$ cat src/common/mig_app_pkg.sv
package mig_app_pkg;

	// Memory controller application bus address width
	localparam int APP_ADDR_WIDTH = 29;

	typedef logic [APP_ADDR_WIDTH-1:0] app_addr_t;

	// app_cmd encoding
	typedef enum logic [2:0] {
		APP_CMD_WRITE = 3'd0,
		APP_CMD_READ  = 3'd1
	} app_cmd_t;

	// One queued command, 32 bits
	typedef struct packed {
		app_cmd_t  cmd;
		app_addr_t addr;
	} cmd_entry_t;

endpackage

$ cat src/arbiter/burst_packer.sv
`timescale 1ns/1ps

module burst_packer
	import mig_app_pkg::*;
#(
	parameter int NUM_PORTS  = 3,
	parameter int BEAT_WIDTH = 128
)(
	input  logic                         clk_ram,
	input  logic                         trig_rst_arbiter_2x,
	input  logic                         beat_valid,
	input  logic                         addr_valid,
	input  logic [$clog2(NUM_PORTS)-1:0] src_port,
	input  logic [BEAT_WIDTH-1:0]        beat,
	input  app_addr_t                    addr,
	output logic                         cmd_push,
	output cmd_entry_t                   cmd_entry,
	output logic                         data_push,
	output logic [2*BEAT_WIDTH-1:0]      data_word
);

	localparam int LAST_PORT = NUM_PORTS - 1;

	// Low when the next beat starts a new word
	logic                  beat_phase;
	logic [BEAT_WIDTH-1:0] upper_beat;

	//////////////////////////////////////////////////////////////////////
	// Command side

	// Last port is readback, everyone else writes
	always_ff @(posedge clk_ram) begin
		if (addr_valid) begin
			cmd_entry.cmd  <= (src_port == LAST_PORT) ? APP_CMD_READ : APP_CMD_WRITE;
			cmd_entry.addr <= addr;
		end
	end

	//////////////////////////////////////////////////////////////////////
	// Data side

	// Earlier beat of a pair lands in the upper half
	always_ff @(posedge clk_ram) begin
		if (beat_valid) begin
			if (!beat_phase)
				upper_beat <= beat;
			else
				data_word <= {upper_beat, beat};
		end
	end

	// Push strobes and pairing phase
	always_ff @(posedge clk_ram) begin
		if (trig_rst_arbiter_2x) begin
			cmd_push   <= 1'b0;
			data_push  <= 1'b0;
			beat_phase <= 1'b0;
		end else begin
			cmd_push  <= addr_valid;
			data_push <= beat_valid && beat_phase;
			if (beat_valid)
				beat_phase <= !beat_phase;
		end
	end

endmodule

$ cat config.mk
export PLATFORM = sky130hd
export DESIGN_NAME = burst_packer
export DESIGN_NICKNAME = d
export VERILOG_FILES = /design/src/common/mig_app_pkg.sv /design/src/arbiter/burst_packer.sv
export SDC_FILE = /design/constraint.sdc
export NUM_CORES = 1
export LEC_CHECK = 0
export ABC_AREA = 1
export BUFFER_PORTS_ARGS = -buffer_cell sky130_fd_sc_hd__buf_2
export CORE_ASPECT_RATIO = 1.25
export CORE_MARGIN = 1
export CORE_UTILIZATION = 30
export CTS_BUF_LIST = sky130_fd_sc_hd__clkbuf_16
export DETAILED_ROUTE_END_ITERATION = 6
export PLACE_DENSITY_LB_ADDON = 0.1
export SETUP_SLACK_MARGIN = 0.02
export SYNTH_ARGS = -nofsm -noshare
export SYNTH_HDL_FRONTEND = slang
export SYNTH_SLANG_ARGS = --single-unit
$ cat constraint.sdc
create_clock -name clk_ram -period 8.5 [get_ports clk_ram]
set_input_delay 1.275 -clock clk_ram [delete_from_list [all_inputs] [get_ports clk_ram]]
set_output_delay 1.275 -clock clk_ram [all_outputs]
set_load 0.05 [all_outputs]
Yosys cells after proc, flatten, opt, wreduce, memory -nomap -nowiden
Index checks and enable logic that the tools add are counted.
Storage, ports and cells
  flip-flop bits (word level): 419
  logic and storage cells: 14
Cells by class
  equal/unequal tests: 1
  multiplexer cells: 1
  bitwise logic cells: 1
  reduce and logical (&&, ||, !) cells: 4
Operator list (number)
  $reduce_and 2->1: 2
  $eq 2x2->1 const B: 1
  $logic_and 1x1->1: 1
  $logic_not 1->1: 1
  $mux 1: 1
  $not 1->1: 1

Logic depth before layout (Yosys ltp)
Gate-level depths: netlist of the first run.
  depth after elaboration: 2
  mapped depth: 3
  mapped depth without buffers: 3

Least setup slack after synthesis of the first run
OpenSTA, ideal clock, no wires.
  kind: input to register
  start point: in beat_valid
  end point: reg upper_beat[0] (enable)
  library setup time: 620 ps
  arrival time: 6669 ps
  required time: 7880 ps
  path slack: 1211 ps
  stages on the path: 2
  buffers on the path: 0
  cell sequence: inv_1 > nor2_1
Between the ends
  word-level cells in the longest chain between the ends: 1
RTL lines
  start: declaration: line burst_packer.sv:11  | input logic beat_valid,
  $reduce_and 2->1 (no line)
  end signal: assignment: line burst_packer.sv:46  | upper_beat <= beat;
  end: declaration: line burst_packer.sv:26  | logic [BEAT_WIDTH-1:0] upper_beat;
Every way passes these cells.
A chain may end at the register's enable or synchronous reset.

Worst setup path after layout of the first run
  start point: in beat_valid
  end point: reg data_word[230] (enable)
Between the ends
  word-level cells in the longest chain between the ends: 1
RTL lines
  $reduce_and 2->1 (no line)
  end signal: assignment: line burst_packer.sv:48  | data_word <= {upper_beat, beat};
  end: declaration: line burst_packer.sv:19  | output logic [2*BEAT_WIDTH-1:0] data_word
Every way passes these cells.

==> out/results.ini, run 1 <==
[detailed_routing]
drc=0
antenna_left=0
drt_iter0_drc=302
firstDrtPassIters=4
wl_um=26360
wire_per_inst_um=17.43
viasPerCell=3.938
vias=5955

[global_route]
grt_use_total=0.1176
grt_pass1_wl_um=36290
use_met3=0.04307
grtUsageMet1=0.1119
grt_max_degree=134
grt_pass1_vias=5963
use_met2=0.2238
grt_busiest_layer=met2
grt_remaining_overflow=0
antenna_found_initial=3

[clock_tree]
insertion_delay_ns=0.53
cts_tree=yes
cts_inserted_buffers=42
cts_root_buf=clkbuf_16
h-tree-depth=2
cts_resized=0
clkTransAtPathRegs_ns=0.06
cts.path.max_buffers=3
ctsHoldBuffers=0
post_cts_buffers=0
cts_sinks=417

[synth]
synth.distinct_cells=9
synth_seq_area_share=0.9942
synthAdderAreaFrac=0
synth_area_um2=12560
netlist_instances=433
yosys.area_share.simple=0.002788
synth_xor_area_frac=0
yosys.area.top_type=edfxtp_1
ys_ff_latch=417
synth_compound_area_frac=0
synth_top_family_by_area=simple AND/OR/NAND/NOR gates
yosysWarnings=0
avgSynthCellArea_um2=29.02
synth.area.top_cells=edfxtp_1 99%, dfxtp_1 0.48%, inv_1 0.15%
yosysTopAreaCellShare=0.9894
muxShareOfSynthArea=0

[pwr]
swShare=0.2341
leakage_nw=6.376
pwr-share-seq=0.542
net-switching-power_w=0.001037
power_per_cell_area_nw_per_um2=263.8
finalPower_w=0.004430
comb_power_share=0.080
internal-power_w=0.003393
vdd_drop_max_mv=0.1655
p_clk_frac=0.378

[floorplanning]
fp.coreArea_um2=41230
start_util=0.3048
dieArea_um2=42710
boundaryPins=453
die_w_um=185.0
placementRows=83
chipHeight_um=230.8

[layout]
regArea_um2=12490
nNetsFinal=1093
syn2layout_area_growth_pct=33.66
final_cell_mix=450 x buf_2, 414 x edfxtp_1, 45 x clkbuf_16, 13 x clkinv_1, 11 x inv_1
fillers=3802
multi_input_area_um2=50.05
mostFrequentLayoutCell=buf_2
layout-drive-gt1-share=0.5324

[timing]
fin_crit_sh=0.3630
slew_headroom=0.2665
setup_viol=0
fmax_ghz=0.3241
worst_pin_slew_ns=1.100
setup_ws_ns=5.414
fin_skew_ns=0.01338
hold_viol_final=0
fin_crit_ns=3.086
slew_viol_final=0
finalSetupTns_ns=0
rsz0062_at_grt=no
hold_ws_ns=0.4121

[outcome]
status=finished, final reports clean

[worst_setup_path]
end_kind=flop
startpoint_type=primary input
worstPathArrival_ns=3.23
path_class=in2reg
cp_max_fo=133
cp.required_ns=8.65

[placement]
portBuffers=450
gp_congestion=0.6976
dpl.hpwl_um=17960
post-place-ws_ns=4.835

[worst_hold_path]
hold_path.class=reg2reg

[job]
maxCapViolCount=0

-- power groups by stage --
stage               Clock, W  Sequential (W)  Combinational [W]
floorplan                  0         0.00266          0.0000333
global placement           0         0.00244           0.000363
detailed placement         0         0.00245           0.000362
CTS                  0.00174         0.00240           0.000362
global route         0.00181         0.00241           0.000371
finish               0.00167         0.00240           0.000354
-- layer usage --
layer,up-vias,part of all wire
li1,2751,-
met1,2886,0.34
met2,271,0.55
met3,45,0.084
met4,2,0.026
met5,-,0.00038
-- worst paths after layout --
check | startpoint | to | slack, ns | depth (start not counted)
hold / removal | upper_beat[34] | data_word[162] | 0.41 | 0
setup / recovery | beat_valid | data_word[230] | 5.41 | 4
setup reg to reg | beat_phase | data_word[230] | 5.84 | 3
hold reg to reg | upper_beat[34] | data_word[162] | 0.41 | 0
-- per-stage QoR --
stage | cells | util | instance area, µm²
after CTS | 1510 | 0.4072 | 16790
after global placement | 1438 | 0.3770 | 15540
after detailed placement | 1438 | 0.3770 | 15540
after global routing | 1510 | 0.4072 | 16790
after floorplan | 434 | - | 12570
final | 1512 | 0.4073 | 16790
-- area by class of cell --
| type | instances | area share |
|---|---|---|
| flip-flops and latches | 417 | 0.7439 |
| repair buffers | 454 | 0.1359 |
| clock buffers | 45 | 0.06705 |
| well taps | 552 | 0.04113 |
| clock inverters | 27 | 0.007227 |
| multi-input cells | 10 | 0.002980 |
| inverters | 5 | 0.001565 |
| diodes | 2 | 0.0002980 |
-- registers in the layout (all words and copies together) (netlist names) --
register    cells
data_push       1
upper_beat    128
cmd_push        1
beat_phase      1
cmd_entry      30
data_word     256
-- worst max-delay path, stage by stage --
cell     delay (ns)
buf_2          0.11
nand2_2        0.11
inv_8          0.64
buf_4          0.93
-- cell families (layout without fill, tap and decap cells) --
kind of cell,count (synthesis),in the layout
DFF,417,417
and+or+nand+nor,8,8
other,1,4
buffers and inverters,7,531
-- Yosys cell counts --
cell,instances
edfxtp_1,414
nand2_2,1
dfxtp_1,3
nand2_1,1
conb_1,1
nor2_2,1
nor2_1,5
buf_4,2
inv_1,5
No activity file was read; power rests on OpenSTA's default activity.
==> inputs of run 2 (changes only) <==
==> constraint.sdc (replaced) <==
create_clock -name clk_ram -period 2.65 [get_ports clk_ram]
set_input_delay 0.3975 -clock clk_ram [delete_from_list [all_inputs] [get_ports clk_ram]]
set_output_delay 0.3975 -clock clk_ram [all_outputs]
set_load 0.05 [all_outputs]
==> out/results.ini, run 2 (same netlist as run 1, synthesis figures left out) <==
[placement]
gp_congestion=0.7218  ; +3.5%
place_inst=1442  ; +0.28%
post-place-ws_ns=0.8475  ; -3.988 ns
portBuffers=450  ; unchanged
place_area_um2=15670  ; +0.83%
dpl.hpwl_um=18040  ; +0.48%

[detailed_routing]
drt_iter0_drc=300  ; -0.66%
firstDrtPassIters=4  ; unchanged
drc=0  ; unchanged
viasPerCell=3.948  ; +0.25%
vias=5962  ; +0.12%
wl_um=26350  ; about the same
wire_per_inst_um=17.45  ; +0.11%
antenna_left=0  ; unchanged

[global_route]
grt_use_total=0.1187  ; +0.001144
grt_busiest_layer=met2
use_met2=0.2213  ; -0.002467
grt_pass1_vias=6017  ; +0.91%
grt_remaining_overflow=0  ; unchanged
use_met3=0.04638  ; +0.003313
grt_pass1_wl_um=36740  ; +1.2%
antenna_found_initial=3  ; unchanged
grtUsageMet1=0.1146  ; +0.002768
grt_max_degree=107  ; -20%

[clock_tree]
cts.path.max_buffers=3  ; unchanged
cts_root_buf=clkbuf_16
cts_resized=0  ; unchanged
h-tree-depth=2  ; unchanged
cts_sinks=417  ; unchanged
insertion_delay_ns=0.54  ; about the same
ctsHoldBuffers=0  ; unchanged
cts_inserted_buffers=42  ; unchanged
clkTransAtPathRegs_ns=0.06  ; about the same
post_cts_buffers=0  ; unchanged
cts_tree=yes

[timing]
slew_headroom=0.5615  ; +0.2950
fmax_ghz=0.6426
setup_ws_ns=1.094  ; -4.320 ns
slew_viol_final=0  ; unchanged
fin_crit_sh=0.5872
fin_skew_ns=0.01397  ; +0.0005898 ns
fin_crit_ns=1.556
rsz0062_at_grt=no
setup_viol=0  ; unchanged
hold_viol_final=0  ; unchanged
worst_pin_slew_ns=0.6578  ; -0.4425 ns

[floorplanning]
start_util=0.3048  ; unchanged
die_w_um=185.0  ; unchanged
dieArea_um2=42710  ; unchanged
fp.coreArea_um2=41230  ; unchanged
placementRows=83  ; unchanged
boundaryPins=453  ; unchanged
chipHeight_um=230.8  ; unchanged

[layout]
layout-drive-gt1-share=0.5376  ; +0.005219
largest_reg_flops=256  ; unchanged
largest-register=data_word
diodes=0  ; -2
fin_area_um2=16940  ; +0.87%
nNetsFinal=1097  ; +0.37%
reg.largest.list=data_word: 256 flops, upper_beat: 128 flops, cmd_entry: 30 flops
mostFrequentLayoutCell=buf_2
final_cell_mix=450 x buf_2, 414 x edfxtp_1, 45 x clkbuf_16, 12 x inv_1, 8 x clkinv_1
fin_cells=1510  ; -0.13%
syn2layout_area_growth_pct=34.82

[worst_setup_path]
crit_start=beat_phase
crit_slowest_cell=dfxtp_2
startpoint_type=flop
worstPathArrival_ns=1.72  ; -1.51 ns
cp_max_fo=106  ; -20%
end_kind=flop
regToRegStartpoint=beat_phase
cpPeakStageDelay_ns=0.41  ; -0.52 ns
cp.required_ns=2.81  ; -5.84 ns
crit_chain=nand2_8 -> clkinvlp_4 -> buf_12
path_class=reg2reg

[outcome]
status=finished, final reports clean

[worst_hold_path]
hold_path.class=in2reg
hold_start=addr[1]

[pwr]
leakage_nw=6.444  ; +1.1%
finalPower_w=0.01438  ; +220%
power_per_cell_area_nw_per_um2=848.7  ; +220%
vdd_drop_max_mv=0.5102  ; +210%

[job]
maxCapViolCount=0  ; unchanged

-- run 2: cell types whose count changed in the layout (fill, tap and decap cells not counted), moves of 2 or more --
cell / delta
buf_12: +6
clkinv_1: -5
buf_4: -2
bufinv_16: +2
clkinvlp_4: -2
diode_2: -2
-- run 2: layout make-up --
class / instances / area, µm²
inverters: 5 / 35.03
fillers: 3783 / 24290
multi-input cells: 10 / 63.81
clock buffers: 45 / 1126
well taps: 552 / 690.7
flip-flops and latches: 417 / 12490
repair buffers: 458 / 2387
clock inverters: 23 / 143.9
-- run 2: final timing paths --
kind	to	slack, ns	cells after the start
max	data_word[128]	1.09	3
min	cmd_entry[1]	0.04	1
max reg2reg	data_word[128]	1.09	3
min reg2reg	data_word[240]	0.40	0
-- run 2: per-layer routing --
metal	vias up	part of all wire	wire, µm
li1	2748	-	-
met1	2881	0.34	8895
met2	272	0.54	14320
met3	57	0.091	2403
met4	4	0.027	713
met5	-	0.00087	23
-- run 2: worst max-delay path, delay by kind of cell, from the launching register on --
| kind | cells | cell delay (ns) |
|---|---|---|
| buffers and inverters | 2 | 0.52 |
| DFF | 1 | 0.41 |
| and+or+nand+nor | 1 | 0.07 |
-- run 2: stage by stage --
| step | utilization | setup TNS (ns) | hold WS (ns) |
|---|---|---|---|
| final | 0.4109 | 0 | 0.03945 |
| after global routing | 0.4109 | 0 | 0.004582 |
| after CTS | 0.4109 | 0 | 0.001291 |
| after detailed placement | 0.3801 | 0 | 0.4045 |
| after global placement | 0.3801 | 0 | 0.4001 |
| after floorplan | - | -522.51 | 0.4003 |
-- run 2: power breakdown --
part / leakage (nW) / switching [W] / internal (W) / total [W]
registers: 3.90 / 0.0000676 / 0.00763 / 0.00770
logic: 1.89 / 0.000935 / 0.000226 / 0.00116
clock network: 0.659 / 0.00230 / 0.00321 / 0.00552
total: 6.44 / 0.00330 / 0.0111 / 0.0144
