`src/common/arbiter_pkg.sv`:
```
package arbiter_pkg;

	// Client beats popped for one write burst
	localparam int BURST_BEATS = 4;

	// Cycles from a client rd_en to valid client data
	localparam int CLIENT_RD_LATENCY = 2;

	// Client FIFO fill level widths
	localparam int DATA_SIZE_WIDTH = 10;
	localparam int ADDR_SIZE_WIDTH = 8;

	// Width of the free-slot count reported by the internal queues
	localparam int QUEUE_LEVEL_WIDTH = 8;

	// Counts beats within a burst, 0 to BURST_BEATS
	typedef logic [2:0] burst_count_t;

endpackage

```
`src/arbiter/port_arbiter.sv`:
```
`timescale 1ns/1ps

module port_arbiter
	import arbiter_pkg::*;
#(
	parameter int NUM_PORTS = 3
)(
	input  logic                                      clk_ram,
	input  logic                                      trig_rst_arbiter_2x,
	input  logic [NUM_PORTS-1:0][DATA_SIZE_WIDTH-1:0] beat_size,
	input  logic [NUM_PORTS-1:0][ADDR_SIZE_WIDTH-1:0] addr_size,
	input  logic [QUEUE_LEVEL_WIDTH-1:0]              data_free,
	input  logic [QUEUE_LEVEL_WIDTH-1:0]              cmd_free,
	output logic [NUM_PORTS-1:0]                      beat_rd_en,
	output logic [NUM_PORTS-1:0]                      addr_rd_en,
	output logic [$clog2(NUM_PORTS)-1:0]              src_port,
	output logic                                      beat_valid,
	output logic                                      addr_valid
);

	localparam int PORT_BITS = $clog2(NUM_PORTS);
	localparam int LAST_PORT = NUM_PORTS - 1;

	// One word of the previous burst may still be in flight
	localparam int MIN_DATA_FREE = 3;
	localparam int MIN_CMD_FREE  = 2;

	logic [NUM_PORTS-1:0]         port_ready;
	logic [PORT_BITS-1:0]         rr_ptr;
	logic [PORT_BITS-1:0]         grant;
	logic [PORT_BITS-1:0]         cur_port;
	logic [PORT_BITS-1:0]         pop_port;
	burst_count_t                 beats_left;
	logic                         gap;
	logic                         room;
	logic                         start;
	logic [CLIENT_RD_LATENCY-1:0] beat_pipe;
	logic [CLIENT_RD_LATENCY-1:0] addr_pipe;
	logic [PORT_BITS-1:0]         port_pipe [CLIENT_RD_LATENCY];

	//////////////////////////////////////////////////////////////////////
	// Port selection

	// Pods need a full burst plus an address, readback only an address
	always_comb begin
		for (int i = 0; i < NUM_PORTS; i++) begin
			if (i == LAST_PORT)
				port_ready[i] = (addr_size[i] != '0);
			else
				port_ready[i] = (beat_size[i] >= BURST_BEATS) && (addr_size[i] != '0);
		end
	end

	// Round robin winner first, else lowest numbered ready port
	always_comb begin
		grant = rr_ptr;
		if (!port_ready[rr_ptr]) begin
			for (int i = NUM_PORTS - 1; i >= 0; i--) begin
				if (port_ready[i])
					grant = PORT_BITS'(i);
			end
		end
	end

	assign room  = (data_free >= MIN_DATA_FREE) && (cmd_free >= MIN_CMD_FREE);
	assign start = !gap && (beats_left == '0) && room && (|port_ready);

	// Address and first beat go in the start cycle, rest follow back to back
	always_comb begin
		beat_rd_en = '0;
		addr_rd_en = '0;
		if (start) begin
			addr_rd_en[grant] = 1'b1;
			if (grant != LAST_PORT)
				beat_rd_en[grant] = 1'b1;
		end else if (beats_left != '0) begin
			beat_rd_en[cur_port] = 1'b1;
		end
	end

	assign pop_port = start ? grant : cur_port;

	//////////////////////////////////////////////////////////////////////
	// Burst sequencing

	// Gap comes out of reset set so no pop lands in the reset cycle
	always_ff @(posedge clk_ram) begin
		if (trig_rst_arbiter_2x) begin
			rr_ptr     <= '0;
			beats_left <= '0;
			gap        <= 1'b1;
		end else if (start) begin
			rr_ptr <= (grant == LAST_PORT) ? '0 : PORT_BITS'(grant + 1'b1);
			if (grant == LAST_PORT) begin
				// Readback is address only
				beats_left <= '0;
				gap        <= 1'b1;
			end else begin
				beats_left <= burst_count_t'(BURST_BEATS - 1);
				gap        <= 1'b0;
			end
		end else if (beats_left != '0) begin
			beats_left <= beats_left - 1'b1;
			gap        <= (beats_left == burst_count_t'(1));
		end else begin
			gap <= 1'b0;
		end
	end

	//////////////////////////////////////////////////////////////////////
	// Align valid flags and source with client read latency

	always_ff @(posedge clk_ram) begin
		if (trig_rst_arbiter_2x) begin
			beat_pipe <= '0;
			addr_pipe <= '0;
		end else begin
			beat_pipe[0] <= |beat_rd_en;
			addr_pipe[0] <= |addr_rd_en;
			for (int i = 1; i < CLIENT_RD_LATENCY; i++) begin
				beat_pipe[i] <= beat_pipe[i-1];
				addr_pipe[i] <= addr_pipe[i-1];
			end
		end
	end

	// Port tag travels with each pop so bursts can overlap in flight
	always_ff @(posedge clk_ram) begin
		if (start)
			cur_port <= grant;
		port_pipe[0] <= pop_port;
		for (int i = 1; i < CLIENT_RD_LATENCY; i++)
			port_pipe[i] <= port_pipe[i-1];
	end

	assign beat_valid = beat_pipe[CLIENT_RD_LATENCY-1];
	assign addr_valid = addr_pipe[CLIENT_RD_LATENCY-1];
	assign src_port   = port_pipe[CLIENT_RD_LATENCY-1];

	// Beat data from two clients would collide on the shared mux
	assert property (@(posedge clk_ram) disable iff (trig_rst_arbiter_2x)
		$onehot0(beat_rd_en))
		else $error("port_arbiter: more than one beat rd_en high");

endmodule

```
`config.mk`:
```
export PLATFORM = sky130hd
export DESIGN_NAME = port_arbiter
export DESIGN_NICKNAME = d
export VERILOG_FILES = /design/src/common/arbiter_pkg.sv /design/src/arbiter/port_arbiter.sv
export SDC_FILE = /design/constraint.sdc
export NUM_CORES = 1
export LEC_CHECK = 0
export BUFFER_PORTS_ARGS = -buffer_cell sky130_fd_sc_hd__buf_2
export CORE_ASPECT_RATIO = 1.75
export CORE_UTILIZATION = 36
export DETAILED_ROUTE_END_ITERATION = 10
export GPL_ROUTABILITY_DRIVEN = 0
export PLACE_DENSITY_LB_ADDON = 0.2
export SYNTH_ARGS = -nofsm -noshare
export SYNTH_HDL_FRONTEND = slang
export SYNTH_SLANG_ARGS = --single-unit
```
`constraint.sdc`:
```
create_clock -name clk_ram -period 2.8 [get_ports clk_ram]
set_input_delay 0.28 -clock clk_ram [delete_from_list [all_inputs] [get_ports clk_ram]]
set_output_delay 0.28 -clock clk_ram [all_outputs]
set_load 0.01 [all_outputs]
```
## After elaboration in Yosys (flattened, before gate mapping)

Memory sizes are Yosys's and may differ from the RTL's.
Cells that the tools add are included.
Widths: inputs -> output; s select.

| storage, ports and cells | value |
|---|---|
| bits in writable memories | 4 |
| output and inout bits | 10 |
| bits in registers | 12 |
| memories | 1 |
| input port bits | 72 |
| word-level logic and storage cells | 61 |

| cells by class | value |
|---|---|
| reduce and logical (&&, ||, !) cells | 18 |
| equality and inequality tests | 3 |
| add/subtract/negate cells | 2 |
| order comparisons | 9 |
| multiplexer cells | 22 |

Memory list:

| memory | words | bits a word | read ports | clocked after memory_dff | wr ports | line | RTL |
|---|---|---|---|---|---|---|---|
| port_pipe | 2 | 2 | 2 | 0 | 2 | port_arbiter.sv:39 | `logic [PORT_BITS-1:0] port_pipe [CLIENT_RD_LATENCY];` |

Operators by type and width:

| cell | count |
|---|---|
| $reduce_bool 8->1 | 3 |
| $ge 10x3->1 const B | 2 |
| $mux 3 | 6 |
| $ge 8x2->1 const B | 2 |
| $mux 2 | 7 |
| $lt 2x3->1 const B | 3 |
| $reduce_or 3->1 | 3 |
| $logic_and 1x1->1 | 8 |
| $mux 1 | 6 |
| $demux 1 s2 | 2 |
| $ge 2x1->1 const B | 2 |
| $eq 3x1->1 const B | 1 |
| $logic_not 3->1 | 1 |
| $reduce_bool 3->1 | 1 |
| $sub 3x1->3 const B | 1 |
| $add 2x1->2 const B | 1 |
| $bmux 1 s2 | 1 |
| $eq 2x2->1 const B | 1 |
| $ne 2x2->1 const B | 1 |
| $reduce_bool 2->1 | 1 |
| $logic_not 1->1 | 1 |

## Depth between registers and ports, before layout

Gate-level depths: netlist (run 1).

| depth | value |
|---|---|
| depth after elaboration | 12 |
| mapped depth | 7 |
| mapped depth without buffers | 6 |

## Worst setup path after synthesis (run 1)

Ideal clock, no wire load.

| timing | value |
|---|---|
| path kind | register to output |
| from | reg beats_left[0] |
| to | out addr_rd_en[1] |
| cell stages (with the launch flop) | 7 |
| data arrival time | 1.928 ns |
| data required time | 2.520 ns |
| buffers on the path | 1 |
| slack | 0.592 ns |
| cells stage by stage | dfxtp_1 > inv_1 > ha_1 > nand2b_1 > or4_4 > buf_6 > a2111oi_0 |

| between the ends | value |
|---|---|
| longest elaborated chain between the ends | 5 |

RTL lines:

| element | line | RTL |
|---|---|---|
| start: declaration | port_arbiter.sv:33 | `burst_count_t beats_left;` |
| start signal: assignment | port_arbiter.sv:99 | `beats_left <= burst_count_t'(BURST_BEATS - 1);` |
| start signal: assignment | port_arbiter.sv:103 | `beats_left <= beats_left - 1'b1;` |
| $logic_not 3->1 | port_arbiter.sv:66 | `assign start = !gap && (beats_left == '0) && room && (\|port_ready);` |
| $logic_and 1x1->1 (3 in series) | port_arbiter.sv:66 |  |
| $mux 3 | port_arbiter.sv:72 | `if (start) begin` |
| end: declaration | port_arbiter.sv:15 | `output logic [NUM_PORTS-1:0] addr_rd_en,` |

No other way between the ends.

## Worst setup path in the final report (run 1)

| timing | value |
|---|---|
| from | reg beats_left[0] |
| to | out beat_rd_en[1] |

| between the ends | value |
|---|---|
| longest elaborated chain between the ends | 5 |
| elaborated cells between the ends (all ways) | 7 |
| classes of those cells | mux: 2; reduce/logical: 5 |

RTL lines:

| element | line | RTL |
|---|---|---|
| $logic_not 3->1 | port_arbiter.sv:66 |  |
| $logic_and 1x1->1 (3 in series) | port_arbiter.sv:66 |  |
| $mux 3 * | port_arbiter.sv:72 |  |
| end: declaration | port_arbiter.sv:14 | `output logic [NUM_PORTS-1:0] beat_rd_en,` |

Mark *: on every way between the ends. The rest lies on a longest branch, timed or not.

==> run summary, run 1 <==
For hold timing, the worst endpoint is addr_pipe[0]. For this run, the number of Yosys warnings is 0. The endpoint identified for the worst register-to-register timing path is port_pipe[0][0].

The maximum number of buffers from clock root to sink is 2, and the count of input and output buffers is 66. After legalization and detailed placement, the total HPWL measured 1800 microns. For this run, design rule violations remaining after detail routing come to 0. After synthesis, flip-flops and latches occupy 35.0% of the total area. The routed design has 2070 microns of wire. The fraction of registers with async set/reset is 0%. In this run, post-CTS hold repair placed 0 buffers. The register bit count reported by yosys was 14. The area growth from synthesis to final layout works out to 45.6%. The total I/O pin count was 82; the number of global-route vias before repair was 870. Counting cells, the worst reg-to-reg path comes to 6. The number of nets in the layout is 239. The final routed wire length divided by cell count works out to 11.0 microns. Once detail routing completed, the nets flagged for antenna violations numbered 0. At the pin with the least slew margin, the transition time is 0.349 ns. Setup violations remaining at the end of the flow were counted as 0.

The worst register-to-register path has a setup slack of 0.78 ns. Synthesis produced a netlist whose cell count is 95. The final clock period utilization by the worst path works out to 87.1%. In this run, distinct cell masters in the synthesized netlist total 41. Registers take 300 sq um. The number of antenna diodes in the final layout is 0. The synthesized design contains 2 enable-type register cells.

Setup repair after global routing left no endpoint under its margin. For this configuration, the core starts out at a cell density of 37.8%. The worst min-delay path startpoint is trig_rst_arbiter_2x.

The run gives 410 MHz as the highest clock rate. The tools report the first-pass detailed-route iteration total as 4. The post-synth net total is 170, and the total of fill cells in the finished design is 217. The total number of vias is 956. CTS saw 14 sinks. The most used flip-flop cell after synthesis is dfxtp_1.

The tools report the element type at the critical path start as a flip-flop. The floorplan step defined a die boundary enclosing 2590 sq um. The total core area was 2270 sq um.

The clock period minus worst slack was 2.44 ns; the ratio of total power to cell area was 706 nW/um^2. STA puts the critical path data required time at 2.52 ns. The critical path is of the flip-flop to primary output type.

After detailed routing, the number of vias per cell comes to 5.09. Class of the tightest hold or removal check: input pin to flip-flop. For the final count of hold timing violations, the log shows 0. The tools report the initial antenna violation count as 0. Entering global routing, the biggest net connects 13 pins.

The logs give 0 for the count of instances resized after the clock tree is built and 0.24 ns for the clock latency on the worst-skew pair. TritonCTS built the clock tree. Kind of capture point of the worst setup path: a primary output. The cell area that synthesis handed to floorplanning was 858 sq um. Summing all multi-input logic gate instances after layout gives 520 sq um. Setup total negative slack on the finished layout was measured at 0 ns. Between clock sinks in the finished design, the worst skew comes to 0.00421 ns. Global routing consumed, over all layers together, 18.2% of the routing resources. Root buffer cell: clkbuf_8.

Clock slew seen by the registers of the worst setup and hold paths: 0.06 ns. Summed over all layers, the global routing overflow is 0. TritonCTS created 3 clock buffers. For this design the static power due to leakage is 0.587 nW.

Across the run, the number of max-cap violations was 0. The synthesized area divided by synthesized cell count came out at 9.03 sq um. The tightest hold path in the finished design has a slack of 0.338 ns. The die extent in y works out to 66.6 microns. The post-route netlist has 47.9% of its cells at a drive strength greater than 1.

The floorplan step set the die width to 38.9 microns. The CTS H-tree depth was 1; the iteration-0 DRC count of the detailed router was 17. The logs give 0 for the number of buffers inserted by post-CTS setup repair and 3380 microns for the first-pass GRT wire length. The number of cells traversed by the worst hold path was 2; the worst max-slew margin expressed relative to the limit was 76.1%. The run gives 0 as the number of slew-limit violations in the final report. In this run the critical register-to-register path is launched from beats_left[0]. The initialized floorplan defines 23 standard-cell rows. The run finished with clean final reports. Of all nets on the critical path, the largest fanout is 12.

The data arrival time of the worst path was 2.16 ns; the maximum VDD drop was 242 uV.
==> Yosys cell counts (2+ instances only) <==
cell / count / area [sq um]
ha_1: 3 / 37.5
or4_1: 2 / 15.0
dfxtp_1: 12 / 240
and2_1: 2 / 12.5
nand2_1: 8 / 30.0
nor2_1: 6 / 22.5
nand2b_1: 4 / 25.0
nor3b_1: 2 / 15.0
a21oi_1: 2 / 10.0
o22ai_1: 2 / 12.5
edfxtp_1: 2 / 60.1
nor2b_1: 2 / 12.5
inv_1: 6 / 22.5
nor4_1: 9 / 56.3
or4_4: 3 / 33.8
o21ai_0: 3 / 15.0
a31oi_1: 2 / 12.5
o211ai_1: 2 / 15.0
==> cell usage in the layout (no fill, tap or decap), types with 2 or more instances in the layout <==
cell type / netlist / layout
or4_4: 3 / 3
a21oi_1: 2 / 2
nor4_1: 9 / 9
nor2b_1: 2 / 2
ha_1: 3 / 3
nor2_1: 6 / 6
dfxtp_1: 12 / 12
and2_1: 2 / 2
o21ai_0: 3 / 3
or4_1: 2 / 2
edfxtp_1: 2 / 2
clkbuf_8: 0 / 3
o22ai_1: 2 / 2
nand2_1: 8 / 8
o211ai_1: 2 / 2
a31oi_1: 2 / 2
inv_1: 6 / 6
buf_2: 0 / 66
nand2b_1: 4 / 4
nor3b_1: 2 / 2
==> metrics by stage <==
step | std cells | power, mW | setup slack (ns) | instance area [sq um] | util (%)
after floorplan | 95 | 0.598 | 0.592 | 858 | -
after global placement | 184 | 0.710 | 0.606 | 1200 | 53.0
after detailed placement | 184 | 0.726 | 0.583 | 1200 | 53.0
after CTS | 188 | 0.894 | 0.335 | 1250 | 55.0
after global routing | 188 | 0.965 | 0.222 | 1250 | 55.0
final | 188 | 0.882 | 0.362 | 1250 | 55.0
==> layer usage <==
metal	vias to the layer above	GRT usage [%]	wire length, microns
li1	498	-	-
met1	408	15.1	714
met2	48	37.9	1200
met3	2	2.00	129
met4	0	7.76	25
met5	-	0	0
==> worst max-delay path by stage <==
stage                        startpoint            end  depth (start not counted)
after floorplan           beats_left[0]  addr_rd_en[1]                          6
after global placement    addr_size[17]  beat_rd_en[1]                          7
after detailed placement  addr_size[17]  beat_rd_en[1]                          7
after CTS                 beats_left[0]  beat_rd_en[1]                          7
after global routing      beats_left[0]  beat_rd_en[1]                          7
final                     beats_left[0]  beat_rd_en[1]                          7
==> registers in the layout, summed over array words and instances, names as in the netlist <==
signal      cells
addr_pipe       2
port_pipe       4
beats_left      3
rr_ptr          2
gap             1
beat_pipe       2
==> power by group <==
| group | internal, mW | switching [mW] | leakage (nW) |
|---|---|---|---|
| combinational | 0.188 | 0.212 | 0.445 |
| clock | 0.0968 | 0.0682 | 0.0231 |
| sequential | 0.275 | 0.0425 | 0.119 |
| total | 0.559 | 0.323 | 0.587 |
==> area by class of cell <==
class / count / share of cell area [%]
multi-input cells: 73 / 41.6
clock inverters: 1 / 0.300
inverters: 6 / 1.80
flip-flops and latches: 14 / 24.0
repair buffers: 66 / 26.4
clock buffers: 3 / 3.30
well taps: 25 / 2.50
==> kinds of logic after synthesis <==
kind of cell	Yosys count	synth area share [%]
flip-flops	14	35.0
adder cells (fa/ha/maj)	3	4.37
multiplexers	1	1.17
AND/OR/NAND/NOR	48	33.5
buffers and inverters	8	4.37
AO/OA/AOI/OAI	21	21.6
==> critical path: stages (launching register included) <==
cell	delay, ns
dfxtp_1	0.33
inv_1	0.11
ha_1	0.22
nand2b_1	0.13
or4_4	0.52
a2111oi_2	0.36
a21o_1	0.13
buf_2	0.12
No activity file was read; power rests on OpenSTA's default activity.
==> inputs of run 2 (changes only) <==
clock period = 2.4 ns   (was 2.8 ns; I/O delays follow)
==> run 2 against run 1 <==
Wire length grew 2.2%. Register-to-register slack worse by 0.48 ns. Cell count up 1.1%. Critical path type unchanged. Largest power group unchanged. Highest routed layer unchanged.
==> run summary, run 2 (same netlist as run 1, synthesis figures left out) <==
The run finished with clean final reports. The worst setup path is captured at a primary output. Across all setup checks in the final design, the least slack found is 0.0886 ns. Traced cell by cell, the critical path runs through inv_2 > ha_4 > nand2b_4 > or4_4 > buf_4 > a211oi_2 > buf_2. The cell leakage power is 0.604 nW, and the core occupancy in the finished layout is 57.6%. The cell family with the largest share of critical-path delay is simple AND/OR/NAND/NOR gates. The tools report the number of core rows as 23.

For the clock buffer count from CTS, the log shows 3. STA puts the critical path data required time at 2.16 ns. STA classifies the critical path startpoint as a flip-flop.

The width of the die is 38.9 microns. The largest registers in the layout are port_pipe (4), beats_left (3). The fraction of layout instances using a drive strength above 1 works out to 52.1%.

The tightest min-delay check is of the input pin to flip-flop type. Entering global routing, the biggest net connects 13 pins. The peak per-stage delay on the critical path was 0.59 ns.

The slowest stage of the critical path is the or4_4 cell. The first global-routing pass estimated 3350 microns of wire. The initial utilization of the core area, before any placement, comes to 37.8%. The final layout contains routed wiring with a total length of 2110 microns. For this run, the post-layout net count is 241.

For the initial antenna violation count, the log shows 0. The floorplan step defined a die boundary enclosing 2590 sq um. TritonCTS built the clock tree. For the final count of hold timing violations, the log shows 0. Dividing the detail-routed via count by the number of cells gives 5.25. Detailed routing inserted a total of 997 vias. The critical path contains buffers and inverters numbering 3 combined. For this run, the total global-route usage over all layers was measured as 17.6%. For the data arrival time of the worst path, the log shows 2.07 ns. The root buffer cell is clkbuf_8. The number of antenna diodes in the final layout is 0. In the finished design, the share of the clock period the worst path needs comes to 96.3%. The worst max-slew margin expressed relative to the limit is 66.7%, and the first-pass detailed-route iteration total is 4. The ratio of total power to cell area is 873 nW/um^2, and the post-place setup slack is 0.263 ns.

The logs give 0 for the number of slew-limit violations in the final report and 2 for the maximum number of buffers from clock root to sink. VDD sags by at most 337 uV. Setup repair after global routing left no endpoint under its margin. The instance count after placement with tap cells included was 184.

The number of global-route vias before repair is 891, and the total core area is 2270 sq um. For the count of nets left with antenna violations after detail routing, the log shows 0. Hold repair after CTS inserted 0 buffers. The commonest non-fill, non-tap cell in the layout was buf_2. The total of fill cells in the finished design is 200. Type of the setup path with the least slack: flip-flop to primary output.

The tools report the setup TNS as 0 ns. The floorplan step set the die height to 66.6 microns. The CTS H-tree depth is 1, and the clock latency on the worst-skew pair is 0.24 ns.

The highest fanout seen on the critical path is 7. In the routed design, unresolved DRC markers number 0. The clock slew seen by the registers of the worst setup and hold paths was 0.06 ns. Max-cap violations in this run came to 0.

The worst path in the final design needs a cycle of 2.31 ns, including I/O delays and setup. Based on the critical path, the design can be clocked at up to 433 MHz. In this run the count of I/O pins placed on the die edge is 82. The iteration-0 DRC count of the detailed router was 6.

The clock arrives with 0.00105 ns of skew. Detailed placement finished with a half-perimeter wire length of 1820 microns. The number of flip-flops under the largest register name was 4. At the pin with the least slew margin, the transition time is 0.495 ns. The non-filler instance count after layout was 190.

From synthesis to final layout, the design area changed by 52.5%. Final routed wire length divided by cell count: 11.1 microns. Top register by number of flip-flops: port_pipe. The total overflow left after global routing is 0.

Buffers placed on the I/O ports in this run total 66. Total clock sinks: 14. The design draws 1.14 mW.

The top cell types in the final layout, fill and taps aside, are buf_2, dfxtp_1, nor4_1. The number of endpoints failing setup at the final stage is 0.
[run 2: power breakdown]
part | leakage, nW | internal [mW] | total (mW) | switching, mW
logic | 0.457 | 0.270 | 0.541 | 0.271
clock network | 0.0288 | 0.145 | 0.223 | 0.0777
registers | 0.119 | 0.322 | 0.379 | 0.0568
total | 0.604 | 0.737 | 1.14 | 0.406
[run 2: path summary, 6_finish.rpt]
kind	slack [ns]	end	depth (start not counted)	startpoint
worst max-delay path	0.09	addr_rd_en[2]	7	beats_left[0]
worst min-delay path	0.31	addr_pipe[0]	2	trig_rst_arbiter_2x
worst max register to register	0.30	port_pipe[0][1]	7	beats_left[0]
worst min register to register	0.44	beat_pipe[1]	1	beat_pipe[0]
[run 2: metrics by stage]
stage                     instance area, sq um  hold WS (ns)
after floorplan                            858         0.408
after global placement                    1200         0.418
after detailed placement                  1200         0.428
after CTS                                 1260         0.315
after global routing                      1310         0.319
final                                     1310         0.310
[run 2: what timing repair did]
| action | in CTS | in global routing |
|---|---|---|
| endpoints found under the hold margin | 0 | 0 |
| setup buffers | 0 | 2 |
| endpoints found under the setup margin | 0 | 4 |
| gates resized for setup | 0 | 7 |
[run 2: area by class of cell]
type,instances,area [sq um],area share (%)
timing repair buffer,68,345,26.4
clock buffer,4,55.1,4.21
tap,25,31.3,2.39
inverter,6,22.5,1.72
multi-input combinational,73,553,42.3
sequential,14,302,23.0
[run 2: layer usage]
metal  track usage (%)  share of wire (%)  up-vias
met4              4.74               0.90        0
met1              15.9                 33      441
met3              3.67                7.1        2
li1                  -                  -      502
met5                 0                  0        -
met2              35.6                 59       52
