<file path="src/common/mig_app_pkg.sv">
package mig_app_pkg;

	// Memory controller application bus address width
	localparam int APP_ADDR_WIDTH = 29;

	typedef logic [APP_ADDR_WIDTH-1:0] app_addr_t;

	// app_cmd encoding
	typedef enum logic [2:0] {
		APP_CMD_WRITE = 3'd0,
		APP_CMD_READ  = 3'd1
	} app_cmd_t;

	// One queued command, 32 bits
	typedef struct packed {
		app_cmd_t  cmd;
		app_addr_t addr;
	} cmd_entry_t;

endpackage

</file>
<file path="src/source/mig_issuer.sv">
`timescale 1ns/1ps

module mig_issuer
	import mig_app_pkg::*;
#(
	parameter int BEAT_WIDTH = 128
)(
	input  logic                      clk_ram,
	input  logic                      trig_rst_arbiter_2x,
	input  cmd_entry_t                cmd_head,
	input  logic                      cmd_not_empty,
	input  logic [2*BEAT_WIDTH-1:0]   data_head,
	input  logic                      data_not_empty,
	input  logic                      app_rdy,
	input  logic                      app_wdf_rdy,
	output logic                      cmd_pop,
	output logic                      data_pop,
	output app_addr_t                 app_addr,
	output app_cmd_t                  app_cmd,
	output logic                      app_en,
	output logic [2*BEAT_WIDTH-1:0]   app_wdf_data,
	output logic                      app_wdf_end,
	output logic [2*BEAT_WIDTH/8-1:0] app_wdf_mask,
	output logic                      app_wdf_wren
);

	logic cmd_load;
	logic data_load;
	logic wdf_accept;
	// Count of accepted words, mod 2
	logic word_phase;

	//////////////////////////////////////////////////////////////////////
	// Command channel

	// Output slot free or draining this cycle
	assign cmd_load = !app_en || app_rdy;
	assign cmd_pop  = cmd_load && cmd_not_empty;

	always_ff @(posedge clk_ram) begin
		if (cmd_pop) begin
			app_cmd  <= cmd_head.cmd;
			app_addr <= cmd_head.addr;
		end
	end

	always_ff @(posedge clk_ram) begin
		if (trig_rst_arbiter_2x)
			app_en <= 1'b0;
		else if (cmd_load)
			app_en <= cmd_not_empty;
	end

	//////////////////////////////////////////////////////////////////////
	// Write data channel

	assign wdf_accept = app_wdf_wren && app_wdf_rdy;
	assign data_load  = !app_wdf_wren || app_wdf_rdy;
	assign data_pop   = data_load && data_not_empty;

	always_ff @(posedge clk_ram) begin
		if (data_pop)
			app_wdf_data <= data_head;
	end

	// A loaded word is the second of its burst when one word is already out
	always_ff @(posedge clk_ram) begin
		if (trig_rst_arbiter_2x) begin
			app_wdf_wren <= 1'b0;
			app_wdf_end  <= 1'b0;
			word_phase   <= 1'b0;
		end else begin
			if (data_load) begin
				app_wdf_wren <= data_not_empty;
				app_wdf_end  <= data_not_empty && (word_phase ^ wdf_accept);
			end
			if (wdf_accept)
				word_phase <= !word_phase;
		end
	end

	// Nothing masked
	assign app_wdf_mask = '0;

	// Controller requires command and address held until accepted
	assert property (@(posedge clk_ram) disable iff (trig_rst_arbiter_2x)
		(app_en && !app_rdy) |=> (app_en && $stable(app_addr) && $stable(app_cmd)))
		else $error("mig_issuer: command changed before app_rdy");

endmodule

</file>
<file path="config.mk">
export PLATFORM = sky130hd
export DESIGN_NAME = mig_issuer
export DESIGN_NICKNAME = d
export VERILOG_FILES = /design/src/common/mig_app_pkg.sv /design/src/source/mig_issuer.sv
export SDC_FILE = /design/constraint.sdc
export NUM_CORES = 1
export LEC_CHECK = 0
export BUFFER_PORTS_ARGS = -buffer_cell sky130_fd_sc_hd__clkbuf_2
export CORE_AREA = 5 5 236 238
export DETAILED_ROUTE_END_ITERATION = 10
export DIE_AREA = 0 0 241 243
export SLEW_MARGIN = 25
export SYNTH_ARGS = -nofsm -noshare
export SYNTH_HDL_FRONTEND = slang
export SYNTH_SLANG_ARGS = --single-unit
</file>
<file path="constraint.sdc">
create_clock -name clk_ram -period 7.02 [get_ports clk_ram]
set_input_delay 0.702 -clock clk_ram [delete_from_list [all_inputs] [get_ports clk_ram]]
set_output_delay 0.702 -clock clk_ram [all_outputs]
set_load 0.01 [all_outputs]
</file>
### After elaboration in Yosys (flattened, before gate mapping)

Cells that the tools add are included.

* register bits: 292
* input bits: 294

* bitwise logic cells: 1
* reductions and logical operators: 9

Operators by type and width (number)
* $logic_and 1x1->1: 4
* $logic_not 1->1: 3
* $logic_or 1x1->1: 2
* $xor 1x1->1: 1

### Depth between registers and ports, before layout

Gate-level depths: netlist of run 1.

* depth after elaboration: 3
* depth in mapped cells: 2
* mapped depth without buffers: 2

### Worst setup path before layout of run 1

Ideal clock, no wire load.

* path kind: input -> output
* from: input app_wdf_rdy
* to: output data_pop
* arrival time: 6.671 ns
* required time: 6.318 ns
* slack: -0.353 ns
* stages on the path: 2
* buffers on the path: 0
* cell sequence: nand2b_1 > and2_1

* longest elaborated chain between the ends: 2

RTL lines
* from (decl): RTL line mig_issuer.sv:15 `input logic app_wdf_rdy,`
* $logic_or 1x1->1: RTL line mig_issuer.sv:58 `assign data_load = !app_wdf_wren || app_wdf_rdy;`
* $logic_and 1x1->1: RTL line mig_issuer.sv:59 `assign data_pop = data_load && data_not_empty;`
* to (decl): RTL line mig_issuer.sv:17 `output logic data_pop,`

Every way passes these cells.

### Worst setup path after layout of run 1

* from: register app_wdf_wren
* to: output data_pop

* longest elaborated chain between the ends: 3

RTL lines
* from (decl): RTL line mig_issuer.sv:24 `output logic app_wdf_wren`
* from (signal assigned): RTL line mig_issuer.sv:74 `app_wdf_wren <= data_not_empty;`
* $logic_not 1->1: RTL line mig_issuer.sv:58
* $logic_or 1x1->1: RTL line mig_issuer.sv:58
* $logic_and 1x1->1: RTL line mig_issuer.sv:59

Every way passes these cells.

==> results.md, run 1 <==
- Outcome: completed
- Final Hold Viols: 0
- Post-route DRC: 0
- Postcts setup bufs: 0
- DRT iter0 DRCs: 261
- VDD IR max: 0.191 mV
- Worst-Margin Slew: 0.929 ns
- Clock root buffer: clkbuf_16
- Pins over their slew limit: 0
- FF+latch count, synth: 292
- Final setup violation count: 0
- Crit Path Max Fanout: 146
- Gr usage total: 9.55%
- Hold Slack: 0.312 ns
- Crit path kind: flop to output pin
- Max_cap viols: 0
- Commonest non-fill, non-tap cells in the layout: clkbuf_2 (586), edfxtp_1 (288), conb_1 (32), clkbuf_16 (31), clkinv_1 (9)
- Leading cell type in the layout, fill and taps excluded: clkbuf_2
- Post-synthesis sequential area ratio: 96.3%
- Crit start category: flop
- Power per standard cell area: 293 nW/um^2
- Hold Crit Class: input pin to flop
- CP arrival: 2.10 ns
- # resized after CTS: 0
- H-Tree Depth: 1
- Max-slew headroom: 38.1%
- TritonCTS clock tree: yes
- Minimum clock period: 2.81 ns
- Clk slew on worst S/H paths: 0.06 ns
- Final period utilization: 40.0%
- Boundary pin count: 619
- P&R area growth vs syn: 52.9%
- Share of post-route cells with drive strength above 1: 64.7%
- Placed Area: 12800 sq um
- Cells after Synth: 340
- Remaining antenna violation count: 0
- Chip width: 241 um
- Critical Path RT: 6.32 ns
- Kind of end point of the critical path: output pin
- Post-DP HPWL: 25.1 mm
- Total routed wirelength: 30.7 mm
- Number of global-route vias before repair: 6094
- Initial antenna violation count: 18
- Drt wl/cell: 18.2 um
- RSZ-0062 raised after global routing: no
- Die area: 58600 sq um
- Worst-case clock skew: 0.0103 ns
- Initial Utilization: 17.0%
- Synth unique cells: 12
- GRT Residual Overflow: 0
- Row count: 85
- Max Fclk: 356 MHz
- Buffers on Ports: 586
- YS warnings: 0
- Post-Layout Inst Area: 13900 sq um
- RD Place Congestion: 0.833
- Nets: 1256
- Placeable Area: 53400 sq um
- Leak: 0.00594 uW
- Die height: 243 um
- Num CTS Buffers: 31
- Setup TNS: 0 ns
- Largest net degree at the start of global routing: 147
- Clock buffer depth: 3
- Synthesized area per cell: 26.7 sq um
- Drt first pass iters: 4
- Synthesized cell area: 9070 sq um
- First-pass GRT wire length: 41.5 mm
- Hold bufs inserted after CTS: 0
- CTS sink count: 292
- Latest clock arrival within the worst-skew pair: 0.56 ns
- Via count: 5649
- Vias per cell: 3.35
-- per-stage QoR --
| step | instances | power (uW) | util, % | setup slack [ns] |
|---|---|---|---|---|
| 4_1_cts | 1682 | 4130 | 25.9 | 4.14 |
| 3_5_place_dp | 1625 | 2410 | 24.0 | 4.12 |
| 6_report | 1688 | 4060 | 26.0 | 4.21 |
| 2_1_floorplan | 371 | 2220 | - | 2.40 |
| 3_3_place_gp | 1625 | 2400 | 24.0 | 4.21 |
| 5_1_grt | 1686 | 4230 | 26.0 | 4.05 |
-- cells in the mapped netlist --
cell type	number	share of area, %
nand3b_1	3	0.25
a21bo_1	1	0.11
dfxtp_1	4	0.88
a21oi_1	3	0.17
and2_1	2	0.14
inv_1	2	0.083
edfxtp_1	288	95
nand4b_1	1	0.097
a31oi_1	1	0.069
nand2b_1	2	0.14
conb_1	1	0.041
buf_4	32	2.6
-- flip-flops by register name, summed over array words and instances (netlist names) --
register / flops
app_addr: 29
app_cmd: 3
app_en: 1
app_wdf_data: 256
app_wdf_end: 1
app_wdf_wren: 1
word_phase: 1
-- final cells by class --
cell class / instances / area (sq um)
inverter: 2 / 7.51
timing repair buffer: 590 / 2980
multi-input combinational: 45 / 210
antenna: 6 / 15.0
sequential: 292 / 8730
clock buffer: 32 / 779
fill: 5529 / 39500
clock inverter: 25 / 278
tap: 696 / 871
-- routing by layer --
metal  vias up  part of all wire (%)  global-route usage, %
li1       2542                     -                      -
met1      2656                    36                   10.7
met2       391                    49                   16.2
met3        54                    13                   4.14
met4         6                   2.2                   3.22
met5         -                  0.15                      0
-- power breakdown --
group	leakage (uW)	total [uW]	switching [uW]	internal (uW)
sequential	0.00282	2070	30.7	2040
combinational	0.00260	296	174	122
clock	0.000524	1690	669	1020
total	0.00594	4060	874	3190
-- path summary, 6_finish.rpt --
path	start	end	slack (ns)	depth (start not counted)
min reg2reg	app_en	app_en	0.50	2
max reg2reg	app_wdf_wren	app_wdf_data[150]	4.63	4
min	cmd_head[20]	app_addr[20]	0.31	1
max	app_wdf_wren	data_pop	4.21	4
-- critical path: stages, from the launching register on --
cell and delay, ns:
dfxtp_1 0.37, nand2b_1 0.12, and2_4 0.17, buf_12 0.42, clkbuf_2 0.26
-- cells by family after synthesis --
| kind of cell | count (synthesis) | share of synthesized area [%] |
|---|---|---|
| flops | 292 | 96.3 |
| simple gates | 8 | 0.621 |
| other cells | 1 | 0.0414 |
| compound gates | 5 | 0.345 |
| buf+inv | 34 | 2.73 |
(Power assumes the default switching activity.)
==> run 2, diff against run 1 <==
--- a/config.mk
+++ b/config.mk
@@ -6,9 +6,9 @@
 export NUM_CORES = 1
 export LEC_CHECK = 0
 export BUFFER_PORTS_ARGS = -buffer_cell sky130_fd_sc_hd__clkbuf_2
-export CORE_AREA = 5 5 236 238
+export CORE_AREA = 5 5 238 240
 export DETAILED_ROUTE_END_ITERATION = 10
-export DIE_AREA = 0 0 241 243
+export DIE_AREA = 0 0 243 245
 export SLEW_MARGIN = 25
 export SYNTH_ARGS = -nofsm -noshare
 export SYNTH_HDL_FRONTEND = slang
==> constraint.sdc (replaced) <==
create_clock -name clk_ram -period 2.9 [get_ports clk_ram]
set_input_delay 0.29 -clock clk_ram [delete_from_list [all_inputs] [get_ports clk_ram]]
set_output_delay 0.29 -clock clk_ram [all_outputs]
set_load 0.01 [all_outputs]
==> results.md, run 2 (synthesis gave the netlist of run 1 again) <==
- Die area: 59500 sq um (+1.7%)
- Worst-case clock skew: 0.00688 ns (-0.00338 ns)
- Max reg flops: 256 (unchanged)
- Clk slew on worst S/H paths: 0.06 ns (about the same)
- Kind of end point of the critical path: output pin
- Outcome: completed
- Nets: 1564 (+25%)
- Crit path kind: input pin to output pin
- End point of the critical path: data_pop
- Crit start category: input pin
- Commonest non-fill, non-tap cells in the layout: clkbuf_2 (586), dlygate4sd3_1 (295), edfxtp_1 (288), conb_1 (32), clkbuf_16 (30)
- Final Hold Viols: 0 (unchanged)
- Share of post-route cells with drive strength above 1: 50.0% (-15 points)
- VDD IR max: 0.390 mV (+100%)
- Postcts setup bufs: 0 (unchanged)
- GRT Residual Overflow: 0 (unchanged)
- Buffers on Ports: 586 (unchanged)
- Row count: 86 (+1.2%)
- Initial Utilization: 16.7% (-0.33 points)
- Final setup violation count: 0 (unchanged)
- Post-DP HPWL: 26.8 mm (+6.6%)
- DRT iter0 DRCs: 238 (-8.8%)
- Latest clock arrival within the worst-skew pair: 0.57 ns (about the same)
- TritonCTS clock tree: yes
- Final period utilization: 76.6%
- CTS sink count: 292 (unchanged)
- Most flop-heavy register: app_wdf_data
- Total routed wirelength: 36.2 mm (+18%)
- Minimum clock period: 2.22 ns
- Num CTS Buffers: 30 (-3.2%)
- First-pass GRT wire length: 51.5 mm (+24%)
- Crit Path Max Fanout: 39 (-73%)
- Pins over their slew limit: 0 (unchanged)
- Max_cap viols: 0 (unchanged)
- Worst r2r src: app_wdf_wren
- Vias per cell: 3.46 (+3.4%)
- Via count: 6935 (+23%)
- Core Util, Final: 31.0% (+5.0 points)
- Hold Crit Class: input pin to flop
- Gr usage total: 11.5% (+1.9 points)
- Placeable Area: 54400 sq um (+2.0%)
- Worst-Margin Slew: 0.704 ns (-0.224 ns)
- Drt first pass iters: 4 (unchanged)
- CP arrival: 1.93 ns (-0.17 ns)
- Top flop regs: app_wdf_data (256), app_addr (29), app_cmd (3)
- P&R area growth vs syn: 86.0%
- RD Place Congestion: 0.877 (+5.2%)
- Clock buffer depth: 3 (unchanged)
- R2R Path End: app_wdf_data[107]
- Leak: 0.00719 uW (+21%)
- Remaining antenna violation count: 0 (unchanged)
- Leading cell type in the layout, fill and taps excluded: clkbuf_2
- Max-slew headroom: 53.0% (+15 points)
- Post-route DRC: 0 (unchanged)
- Number of global-route vias before repair: 7994 (+31%)
- Reg2Reg Depth: 3 (-1)
- Critical path startpoint: app_wdf_rdy
- Power per standard cell area: 587 nW/um^2 (+100%)
- Largest net degree at the start of global routing: 50 (-66%)
- Chip width: 243 um (+0.83%)
- H-Tree Depth: 1 (unchanged)
- Boundary pin count: 619 (unchanged)
- Setup TNS: 0 ns (unchanged)
- Die height: 245 um (+0.82%)
- Clock root buffer: clkbuf_16
- Max Fclk: 450 MHz
- Drt wl/cell: 18.1 um (-0.65%)
- Reg2reg setup slack: 1.11 ns (-3.52 ns)
- Critical Path RT: 2.61 ns (-3.71 ns)
- Initial antenna violation count: 17 (-1)
- RSZ-0062 raised after global routing: no
## run 2: cell types whose count changed in the layout (fill, tap and decap cells not counted), moves of 2 or more
cell and delta:
clkbuf_8 +4, buf_4 +13, clkinv_1 -4, bufinv_16 -4
clkinvlp_4 +2, clkbuf_1 +7, dlygate4sd3_1 +295, clkinv_2 -5
diode_2 +2
## run 2: final cells by class
type,instances,area [sq um]
Fill cell,5289,37600
Sequential cell,292,8730
Timing Repair Buffer,899,6050
Tap cell,704,881
Clock buffer,42,836
Multi-Input combinational cell,45,210
Clock inverter,12,134
Antenna cell,8,20.0
Inverter,2,7.51
## run 2: worst min-delay path by stage
stage                        startpoint          endpoint  slack [ns]  depth (start not counted)
floorplan           trig_rst_arbiter_2x            app_en        0.36                          1
global placement           cmd_head[30]        app_cmd[1]        0.47                          1
detailed placement        data_head[38]  app_wdf_data[38]        0.47                          1
CTS                         cmd_head[1]       app_addr[1]        0.38                          2
global route              data_head[45]  app_wdf_data[45]        0.40                          2
finish                          app_rdy      app_addr[15]        0.43                          3
## run 2: where the power goes
part / total (uW) / internal (uW) / switching (uW) / leakage, uW
sequential: 5020 / 4940 / 80.5 / 0.00282
combinational: 1110 / 573 / 540 / 0.00391
clock: 3760 / 2180 / 1580 / 0.000464
## run 2: per-layer routing
metal	up-vias	global-route usage [%]	part of all wire, %
met3	70	5.56	12
met4	10	3.20	2.7
met5	-	0	0.16
li1	3157	-	-
met2	451	21.0	52
met1	3247	11.6	34
## run 2: timing repair
item                      4_1_cts  5_1_grt
resized for setup               0        0
hold endpoints to repair      292        0
hold buffers                  295        0
## run 2: worst max-delay path, stage by stage
cell	delay [ns]
dlygate4sd3_1	0.53
clkbuf_2	0.14
nand2b_1	0.13
and2_4	0.56
clkbuf_2	0.25
## run 2: metrics by stage
| step | worst slack, ns | hold WS [ns] | total power (uW) | instances | area [sq um] |
|---|---|---|---|---|---|
| after CTS | 0.615 | 0.378 | 10000 | 1996 | 16800 |
| after floorplan | 0.162 | 0.359 | 5360 | 371 | 9190 |
| final | 0.679 | 0.426 | 9890 | 2004 | 16900 |
| after detailed placement | 0.979 | 0.469 | 5880 | 1647 | 12900 |
| after global placement | 0.998 | 0.467 | 5860 | 1647 | 12900 |
| after global routing | 0.575 | 0.396 | 10300 | 2001 | 16900 |
==> run 3, diff against run 2 <==
--- a/config.mk
+++ b/config.mk
@@ -5,6 +5,7 @@
 export SDC_FILE = /design/constraint.sdc
 export NUM_CORES = 1
 export LEC_CHECK = 0
+export ABC_AREA = 1
 export BUFFER_PORTS_ARGS = -buffer_cell sky130_fd_sc_hd__clkbuf_2
 export CORE_AREA = 5 5 238 240
 export DETAILED_ROUTE_END_ITERATION = 10
==> constraint.sdc (replaced) <==
create_clock -name clk_ram -period 2.1 [get_ports clk_ram]
set_input_delay 0.21 -clock clk_ram [delete_from_list [all_inputs] [get_ports clk_ram]]
set_output_delay 0.21 -clock clk_ram [all_outputs]
set_load 0.01 [all_outputs]
==> results.md, run 3 <==
- Hold Crit Class: input pin to flop
- H-Tree Depth: 2 (+1)
- Drt first pass iters: 4 (unchanged)
- Worst r2r src: app_wdf_wren
- Max_cap viols: 0 (unchanged)
- Proportion of netlist area held by the largest area contributor: 95.4% (about the same)
- GRT Residual Overflow: 0 (unchanged)
- Minimum clock period: 1.93 ns
- CP arrival: 1.72 ns (-0.21 ns)
- DRT iter0 DRCs: 250 (+5.0%)
- Row count: 86 (unchanged)
- Synthesized cell area: 9070 sq um (about the same)
- Worst-case clock skew: 0.0122 ns (+0.00535 ns)
- Synthesized area per cell: 26.3 sq um (-1.4%)
- Post-synthesis sequential area ratio: 96.2% (about the same)
- Clock root buffer: clkbuf_16
- Num CTS Buffers: 34 (+13%)
- Buffers & Inverters on Critical Path: 2 (-1)
- Latest clock arrival within the worst-skew pair: 0.52 ns (-0.05 ns)
- Top flop regs: app_wdf_data (256), app_addr (29), app_cmd (3)
- Final cell count without fillers: 2011 (+0.35%)
- Clk slew on worst S/H paths: 0.06 ns (about the same)
- Synth area leader: edfxtp_1
- Power per standard cell area: 847 nW/um^2 (+44%)
- Crit path kind: flop to output pin
- FF+latch count, synth: 292 (unchanged)
- Remaining antenna violation count: 0 (unchanged)
- Crit Path Max Fanout: 30 (-23%)
- Post-place setup slack: 0.520 ns (-0.459 ns)
- RSZ-0062 raised after global routing: no
- Placed cells: 1649 (+0.12%)
- Final period utilization: 91.8%
- Delay-heaviest family, CP: buffers and inverters
- Clock buffer depth: 3 (unchanged)
- CTS sink count: 292 (unchanged)
- Number of global-route vias before repair: 7988 (-0.075%)
- Setup WS post-layout: 0.171 ns (-0.507 ns)
- Vias per cell: 3.46 (about the same)
- Initial Utilization: 16.7% (about the same)
- Buffers on Ports: 586 (unchanged)
- Largest net degree at the start of global routing: 77 (+54%)
- Total routed wirelength: 35.6 mm (-1.5%)
- Placeable Area: 54400 sq um (unchanged)
- Die height: 245 um (unchanged)
- Max Fclk: 519 MHz
- Postcts setup bufs: 0 (unchanged)
- Synth unique cells: 10 (-2)
- Drt wl/cell: 17.7 um (-1.9%)
- Boundary pin count: 619 (unchanged)
- Most flop-heavy register: app_wdf_data
- Share of post-route cells with drive strength above 1: 50.5% (+0.50 points)
- First-pass GRT wire length: 51.0 mm (-1.0%)
- Max incr delay on CP: 0.39 ns (-0.17 ns)
- TritonCTS clock tree: yes
- Initial antenna violation count: 22 (+5)
- Leading cell type in the layout, fill and taps excluded: clkbuf_2
- Commonest non-fill, non-tap cells in the layout: clkbuf_2 (586), dlygate4sd3_1 (292), edfxtp_1 (288), clkbuf_16 (35), conb_1 (32)
- VDD IR max: 0.623 mV (+60%)
- Die area: 59500 sq um (unchanged)
- Crit-path cells: a21oi_4 > buf_4 > clkbuf_2
- P&R area growth vs syn: 87.7%
- Ys flop type: edfxtp_1
- Post-route DRC: 0 (unchanged)
- Crit start category: flop
- Most common library cells after synthesis: edfxtp_1 (288), buf_4 (32), inv_1 (6), nand2_1 (6)
- RD Place Congestion: 0.845 (-3.6%)
- Critical path startpoint: app_en
- Slowest cell on crit path: buf_4
- Chip width: 243 um (unchanged)
- Post-DP HPWL: 26.8 mm (-0.20%)
- Nets: 1567 (+0.19%)
- Critical Path RT: 1.89 ns (-0.72 ns)
- EDFF count, synth: 288 (unchanged)
- Pins over their slew limit: 0 (unchanged)
- YS warnings: 0 (unchanged)
- Kind of end point of the critical path: output pin
- Via count: 6965 (+0.43%)
- Hold Startpoint: app_wdf_rdy
- Gr usage total: 11.4% (-0.049 points)
- Hold Slack: 0.0698 ns (-0.356 ns)
- Final setup violation count: 0 (unchanged)
- Synth top area cells: edfxtp_1 (95%), buf_4 (2.6%), dfxtp_1 (0.88%)
- Most common cell in the netlist: edfxtp_1
- Outcome: completed
- Max reg flops: 256 (unchanged)
- Leak: 0.00728 uW (+1.2%)
- Final Hold Viols: 0 (unchanged)
- Setup TNS: 0 ns (unchanged)
- Cells after Synth: 345 (+1.5%)
- Post-synth ARST share: 0% (unchanged)
run 3: per-stage QoR:
| stage | power [uW] | utilization (%) | cell area [sq um] |
|---|---|---|---|
| after floorplan | 7440 | - | 9200 |
| after global placement | 8090 | 23.8 | 12900 |
| after detailed placement | 8120 | 23.8 | 12900 |
| after CTS | 14700 | 31.2 | 17000 |
| after global routing | 15100 | 31.3 | 17000 |
| final | 14400 | 31.3 | 17000 |
run 3: worst paths after layout:
kind / end / slack, ns / cells past startpoint
setup / recovery: cmd_pop / 0.17 / 3
hold / removal: app_wdf_end / 0.07 / 4
setup reg to reg: app_wdf_data[121] / 0.59 / 3
hold reg to reg: word_phase / 0.49 / 2
run 3: final cells by class:
class	count	area (sq um)
clock buffers	40	895
repair buffers	893	6020
well taps	704	881
multi-input cells	46	206
fillers	5319	37400
flip-flops and latches	292	8730
diodes	14	35.0
clock inverters	16	226
inverters	6	35.0
run 3: where the power goes:
part	internal (uW)	switching (uW)	leakage, uW
Clock	3670	2290	0.000547
Combinational	790	733	0.00391
Sequential	6820	116	0.00282
run 3: tightest hold or removal path, delay by kind of cell:
kind | cells | cell delay (ns)
buffers and inverters | 2 | 0.23
and+or+nand+nor | 2 | 0.11
run 3: cell families after synthesis:
| kind of cell | synth area share [%] |
|---|---|
| other | 0.0413 |
| buffers and inverters | 2.90 |
| DFF | 96.2 |
| AOI/OAI and AO/OA | 0.400 |
| and+or+nand+nor | 0.428 |
run 3: per-layer routing:
metal  part of all wire [%]  wire length, um  vias to the layer above  track usage [%]
met5                   0.12               41                        -                0
met4                    3.7             1310                        6             4.91
met3                     11             3830                       83             5.31
met2                     50            17800                      454             19.7
met1                     36            12700                     3244             12.0
li1                       -                -                     3178                -
run 3: what timing repair did:
action                                 CTS  global route
endpoints found under the hold margin  292             0
resized for setup                        0             0
hold buffers                           292             0
